===== src/source/pi1_pkg.sv =====
// ========================================
// PI1 bus widths, op codes and memory size
// ========================================

`default_nettype none

package pi1_pkg;

	// ========================================
	// data and select widths
	// ========================================
	localparam int PI1_MARCHBITSZ = 64; // master side
	localparam int PI1_SARCHBITSZ = 32; // slave side

	localparam int PI1_MSELBITSZ = PI1_MARCHBITSZ / 8;
	localparam int PI1_SSELBITSZ = PI1_SARCHBITSZ / 8;

	// byte offset bits inside one word
	localparam int PI1_MBYTEBITSZ = $clog2(PI1_MSELBITSZ);
	localparam int PI1_SBYTEBITSZ = $clog2(PI1_SSELBITSZ);

	// word address widths
	localparam int PI1_MADDRBITSZ = PI1_MARCHBITSZ - PI1_MBYTEBITSZ;
	localparam int PI1_SADDRBITSZ = PI1_SARCHBITSZ - PI1_SBYTEBITSZ;

	// byte address bits that pick the slave lane
	localparam int PI1_LANEBITSZ = PI1_MBYTEBITSZ - PI1_SBYTEBITSZ;

	// ========================================
	// op codes
	// ========================================
	localparam int PI1_OPBITSZ = 2;

	localparam logic [PI1_OPBITSZ-1:0] PI1_OP_NOP = 2'd0;
	localparam logic [PI1_OPBITSZ-1:0] PI1_OP_WR  = 2'd1;
	localparam logic [PI1_OPBITSZ-1:0] PI1_OP_RD  = 2'd2;
	localparam logic [PI1_OPBITSZ-1:0] PI1_OP_RW  = 2'd3; // atomic swap

	// ========================================
	// on-chip memory
	// ========================================
	localparam int PI1_MEM_WORDS     = 256;
	localparam int PI1_MEM_ADDRBITSZ = $clog2(PI1_MEM_WORDS);
	localparam int PI1_MEM_BYTES     = PI1_MEM_WORDS * PI1_SSELBITSZ;

endpackage

`default_nettype wire

===== src/source/pi1_downconverter.sv =====
// ========================================
// 64-bit PI1 master to 32-bit PI1 slave
// ========================================

`timescale 1ns/10ps
`default_nettype none

module pi1_downconverter
	import pi1_pkg::*;
(
	input  wire logic                      clk_i,
	input  wire logic                      rst_n_i,

	// master side
	input  wire logic [PI1_OPBITSZ-1:0]    m_pi1_op_i,
	input  wire logic [PI1_MADDRBITSZ-1:0] m_pi1_addr_i,
	input  wire logic [PI1_MARCHBITSZ-1:0] m_pi1_data_i,
	input  wire logic [PI1_MSELBITSZ-1:0]  m_pi1_sel_i,
	output logic      [PI1_MARCHBITSZ-1:0] m_pi1_data_o,
	output logic                           m_pi1_rdy_o,
	output logic      [PI1_MARCHBITSZ-1:0] m_pi1_mapsz_o,

	// slave side
	output logic      [PI1_OPBITSZ-1:0]    s_pi1_op_o,
	output logic      [PI1_SADDRBITSZ-1:0] s_pi1_addr_o,
	output logic      [PI1_SARCHBITSZ-1:0] s_pi1_data_o,
	input  wire logic [PI1_SARCHBITSZ-1:0] s_pi1_data_i,
	output logic      [PI1_SSELBITSZ-1:0]  s_pi1_sel_o,
	input  wire logic                      s_pi1_rdy_i,
	input  wire logic [PI1_SARCHBITSZ-1:0] s_pi1_mapsz_i
);

	assign s_pi1_op_o    = m_pi1_op_i;
	assign m_pi1_rdy_o   = s_pi1_rdy_i;
	assign m_pi1_mapsz_o = PI1_MARCHBITSZ'(s_pi1_mapsz_i);

	generate if (PI1_MARCHBITSZ > PI1_SARCHBITSZ) begin : gen_down

		logic [PI1_MARCHBITSZ-1:0] byte_addr;
		logic [PI1_SADDRBITSZ-1:0] addr_hold; // slave address of last ready edge
		logic [PI1_LANEBITSZ-1:0]  lane;
		logic [PI1_LANEBITSZ-1:0]  hold_lane;
		logic [PI1_MARCHBITSZ-1:0] wdata_shift;
		logic [PI1_MSELBITSZ-1:0]  sel_shift;

		pi1_byte_addr u_pi1_byte_addr (
			.addr_i (m_pi1_addr_i),
			.sel_i  (m_pi1_sel_i),
			.addr_o (byte_addr)
		);

		assign s_pi1_addr_o = byte_addr[PI1_SADDRBITSZ + PI1_SBYTEBITSZ - 1 : PI1_SBYTEBITSZ];

		always_ff @(posedge clk_i or negedge rst_n_i) begin
			if (!rst_n_i)
				addr_hold <= '0;
			else if (s_pi1_rdy_i)
				addr_hold <= s_pi1_addr_o;
		end

		assign lane      = s_pi1_addr_o[PI1_LANEBITSZ-1:0];
		assign hold_lane = addr_hold[PI1_LANEBITSZ-1:0];

		// request side follows the live lane
		assign wdata_shift  = m_pi1_data_i >> (lane * PI1_SARCHBITSZ);
		assign sel_shift    = m_pi1_sel_i >> (lane * PI1_SSELBITSZ);
		assign s_pi1_data_o = wdata_shift[PI1_SARCHBITSZ-1:0];
		assign s_pi1_sel_o  = sel_shift[PI1_SSELBITSZ-1:0];

		// read data goes back into the held lane, rest zero
		assign m_pi1_data_o = PI1_MARCHBITSZ'(s_pi1_data_i) << (hold_lane * PI1_SARCHBITSZ);

	end else begin : gen_pass

		// equal widths, plain wires
		assign s_pi1_addr_o = m_pi1_addr_i;
		assign s_pi1_data_o = m_pi1_data_i;
		assign s_pi1_sel_o  = m_pi1_sel_i;
		assign m_pi1_data_o = s_pi1_data_i;

	end endgenerate

endmodule

`default_nettype wire


===== src/source/pi1_byte_addr.sv =====
// ========================================
// word address plus byte selects to byte address
// ========================================

`timescale 1ns/10ps
`default_nettype none

module pi1_byte_addr
	import pi1_pkg::*;
(
	input  wire logic [PI1_MADDRBITSZ-1:0] addr_i,
	input  wire logic [PI1_MSELBITSZ-1:0]  sel_i,
	output logic      [PI1_MARCHBITSZ-1:0] addr_o
);

	logic [PI1_MBYTEBITSZ-1:0] byte_idx;

	// priority encoder, lowest set select wins
	always_comb begin
		byte_idx = '0;
		for (int i = PI1_MSELBITSZ - 1; i >= 0; i--) begin
			if (sel_i[i])
				byte_idx = PI1_MBYTEBITSZ'(i);
		end
	end

	// no select set leaves the offset at zero
	assign addr_o = {addr_i, byte_idx};

endmodule

`default_nettype wire


===== config.mk =====
export PLATFORM = sky130hd
export DESIGN_NAME = pi1_downconverter
export DESIGN_NICKNAME = d
export VERILOG_FILES = /design/src/source/pi1_pkg.sv /design/src/source/pi1_downconverter.sv /design/src/source/pi1_byte_addr.sv
export SDC_FILE = /design/constraint.sdc
export NUM_CORES = 1
export LEC_CHECK = 0
export ABC_AREA = 1
export ABC_CLOCK_PERIOD_IN_PS = 2100
export BUFFER_PORTS_ARGS = -buffer_cell sky130_fd_sc_hd__buf_2
export CORE_AREA = 2 2 156 158
export CTS_BUF_LIST = sky130_fd_sc_hd__clkbuf_4 sky130_fd_sc_hd__clkbuf_8
export DETAILED_ROUTE_END_ITERATION = 10
export DIE_AREA = 0 0 158 160
export SETUP_SLACK_MARGIN = 0.15
export SLEW_MARGIN = 20
export SYNTH_ARGS = -nofsm -noshare
export SYNTH_HDL_FRONTEND = slang
export SYNTH_SLANG_ARGS = --single-unit
export TNS_END_PERCENT = 20

===== constraint.sdc =====
create_clock -name clk_i -period 2.1 [get_ports clk_i]
set_input_delay 0.42 -clock clk_i [delete_from_list [all_inputs] [get_ports clk_i]]
set_output_delay 0.42 -clock clk_i [all_outputs]
set_load 0.01 [all_outputs]

==> summary.json <==
{
  "worst_setup_path": {
    "cp_data_arrival_time_ns": 1.35,
    "setup.worst_path.start_class": "input port",
    "critPathMaxStageDelay_ns": 0.21,
    "path_cells": "buf_2, inv_1, nand2_1, nor2_4, buf_12, nand3_1, nand2_1, buf_2",
    "criticalPathCategory": "input port to output port",
    "crit_slowest_cell": "sky130_fd_sc_hd__buf_12",
    "worst-path-max-fanout": 26,
    "setup.worst_path.end_class": "output port",
    "cp.required_ns": 1.68
  },
  "clock_tree": {
    "insertion_delay_ns": 0,
    "clk_transition_reported_paths_ns": 0,
    "cts_resized": 0,
    "post-cts-setup-buffers": 0,
    "ctsHoldBuffers": 0
  },
  "logic_synthesis": {
    "synthFlopType": "sky130_fd_sc_hd__dfrtp_1",
    "yosys.area_share.simple_pct": 42.88,
    "syn_inst": 363,
    "mappedNetlistArea_um2": 2004,
    "synth_compound_gate_area_share_pct": 0,
    "synth_cell_type_count": 17,
    "yosysWarnings": 0,
    "syn_avg_cell_area_um2": 5.522,
    "synth-adder-area-share_pct": 0,
    "postSynth.asyncResetShare_pct": 100.0,
    "largest_family_of_logic_cells_by_synthesized_area": "buffers and inverters",
    "synth.most_common_cell": "sky130_fd_sc_hd__nand2_1",
    "post_synth_xor_area_fraction_pct": 0,
    "synth_enable_flop_cells": 0,
    "fraction_of_synthesized_cell_area_taken_by_the_top_area_cell_type_pct": 36.33,
    "ys_ff_latch": 1,
    "yosys.area.top_type": "sky130_fd_sc_hd__buf_4",
    "synth_commonest_cells": "sky130_fd_sc_hd__nand2_1 (107), sky130_fd_sc_hd__buf_4 (97), sky130_fd_sc_hd__inv_1 (68)",
    "synth.top_cells.by_area": "sky130_fd_sc_hd__buf_4 (36%), sky130_fd_sc_hd__nand2_1 (20%), sky130_fd_sc_hd__nand3_2 (13%)",
    "synthMuxAreaShare_pct": 0,
    "seq_area_frac_synth_pct": 1.248
  },
  "finish": {
    "largest_register_ffs": 1,
    "final_cell_count_no_fill": 818,
    "area_growth_pct": 39.83,
    "layout.nets": 698,
    "final_layout_size_suffix_gt1_share_pct": 50.20,
    "final_antenna_diode_count": 0,
    "top_register": "gen_down.addr_hold",
    "registers_with_the_highest_flip_flop_counts": "gen_down.addr_hold (1)"
  },
  "sta": {
    "final_cycle_share_pct": 84.09,
    "timing.final.crit_period_ns": 1.766,
    "rsz0062_at_grt": "false",
    "fmax_ghz": 0.5663,
    "total_negative_slack_ns": 0,
    "timing.final.hold_violations": 0,
    "finalSetupViolCount": 0,
    "finalClockSkew_ns": 0,
    "report.final.slew_viol_count": 0
  },
  "placed_design": {
    "place.detailed.hpwl_um": 5985,
    "place.gp.congestion": 0.7080,
    "place.port_buffers": 208,
    "post-place-cells": 818
  },
  "global_route": {
    "gr-max-usage-layer": "met2",
    "grt_first_pass_wirelength_um": 9335,
    "gr-usage-met3_pct": 2.985,
    "gr-total-overflow": 0,
    "antenna_found_initial": 0,
    "grt_util_met1_pct": 4.451,
    "grt_pass1_vias": 1998,
    "largest_net_degree_at_the_start_of_global_routing": 66,
    "grt.met2_usage_pct": 8.202,
    "grt.total_usage_pct": 4.567
  },
  "drt": {
    "postRouteAntennaNets": 0,
    "detail_route.wirelength_um": 6855,
    "detail_route.first_pass.iterations": 4,
    "residual_drc_count": 0,
    "detailedRoute.firstIterationViolations": 50,
    "post_drt_wl_per_cell_um": 8.380,
    "route.vias.total": 2349,
    "avgViaCountPerCell": 2.872
  },
  "outcome": {
    "status": "completed"
  },
  "power_and_ir_drop": {
    "power_leakage_nw": 1.970,
    "worst_ir_drop_vdd_uv": 70.59,
    "fin_total_pwr_mw": 0.4469,
    "power_density_nw_per_um2": 159.5
  },
  "die": {
    "x_dimension_of_the_die_um": 158,
    "boundaryPins": 399,
    "dieArea_um2": 25280,
    "design.core.area_um2": 23820,
    "start_util_pct": 8.415,
    "num_rows": 57,
    "die_h_um": 160
  },
  "flow_run": {
    "max_cap_viol_count": 0
  },
  "min_path": {
    "min-delay-path-class": "input port to asynchronous set/reset pin"
  }
}
-- cell families (layout without fill, tap and decap cells) --
group | Yosys count | in the layout
other | 1 | 32
buffers and inverters | 183 | 283
and+or+nand+nor | 178 | 178
DFF | 1 | 1
-- per-layer routing --
metal	wire length (µm)	up-vias
li1	-	1170
met1	2519	952
met2	2975	223
met3	1295	4
met4	65	0
met5	0	-
-- final timing paths --
| kind | from | end | slack, ns | cells after the start |
|---|---|---|---|---|
| worst max-delay path | m_pi1_sel_i[0] | s_pi1_data_o[6] | 0.33 | 8 |
| worst min-delay path | rst_n_i | gen_down.addr_hold[0] | 0.20 | 1 |
| worst max register to register | gen_down.addr_hold[0] | gen_down.addr_hold[0] | 1.27 | 3 |
| worst min register to register | gen_down.addr_hold[0] | gen_down.addr_hold[0] | 0.75 | 3 |
| max in group asynchronous | rst_n_i | gen_down.addr_hold[0] | 1.81 | 1 |
| min in group clk_i | s_pi1_rdy_i | gen_down.addr_hold[0] | 0.69 | 3 |
-- final cells by class --
cell class | instances | area (µm²)
Fill cell | 2821 | 21020
Timing Repair Buffer | 213 | 1129
Multi-Input combinational cell | 210 | 979.7
Tap cell | 324 | 405.4
Inverter | 70 | 262.8
Sequential cell | 1 | 26.28
-- cell usage in the layout, fill, tap and decap left out, drive strengths merged --
cell type / netlist / layout
inv: 70 / 70
buf: 112 / 213
conb: 1 / 32
nor2: 35 / 35
nand2: 110 / 110
dfrtp: 1 / 1
nand3: 33 / 33
-- power breakdown --
| group | switching (mW) | internal, mW | total [mW] |
|---|---|---|---|
| sequential | 0.000526 | 0.0204 | 0.0209 |
| clock | 0 | 0 | 0 |
| combinational | 0.242 | 0.184 | 0.426 |
-- metrics by stage --
stage          setup WS (ns)  utilization [%]  instance area [µm²]  hold WS, ns
2_1_floorplan         0.5922                -                 2121       0.1244
3_3_place_gp          0.3274            11.77                 2803       0.1963
3_5_place_dp          0.3190            11.77                 2803       0.1980
4_1_cts               0.3205            11.77                 2803       0.1982
5_1_grt               0.2429            11.77                 2803       0.2026
6_report              0.3341            11.77                 2803       0.1958
-- critical path: cells and delay by family --
family        cells  cell delay [ns]
simple gates      4             0.43
buf+inv           4             0.50
Note: power is estimated with default switching activity, not from simulation.
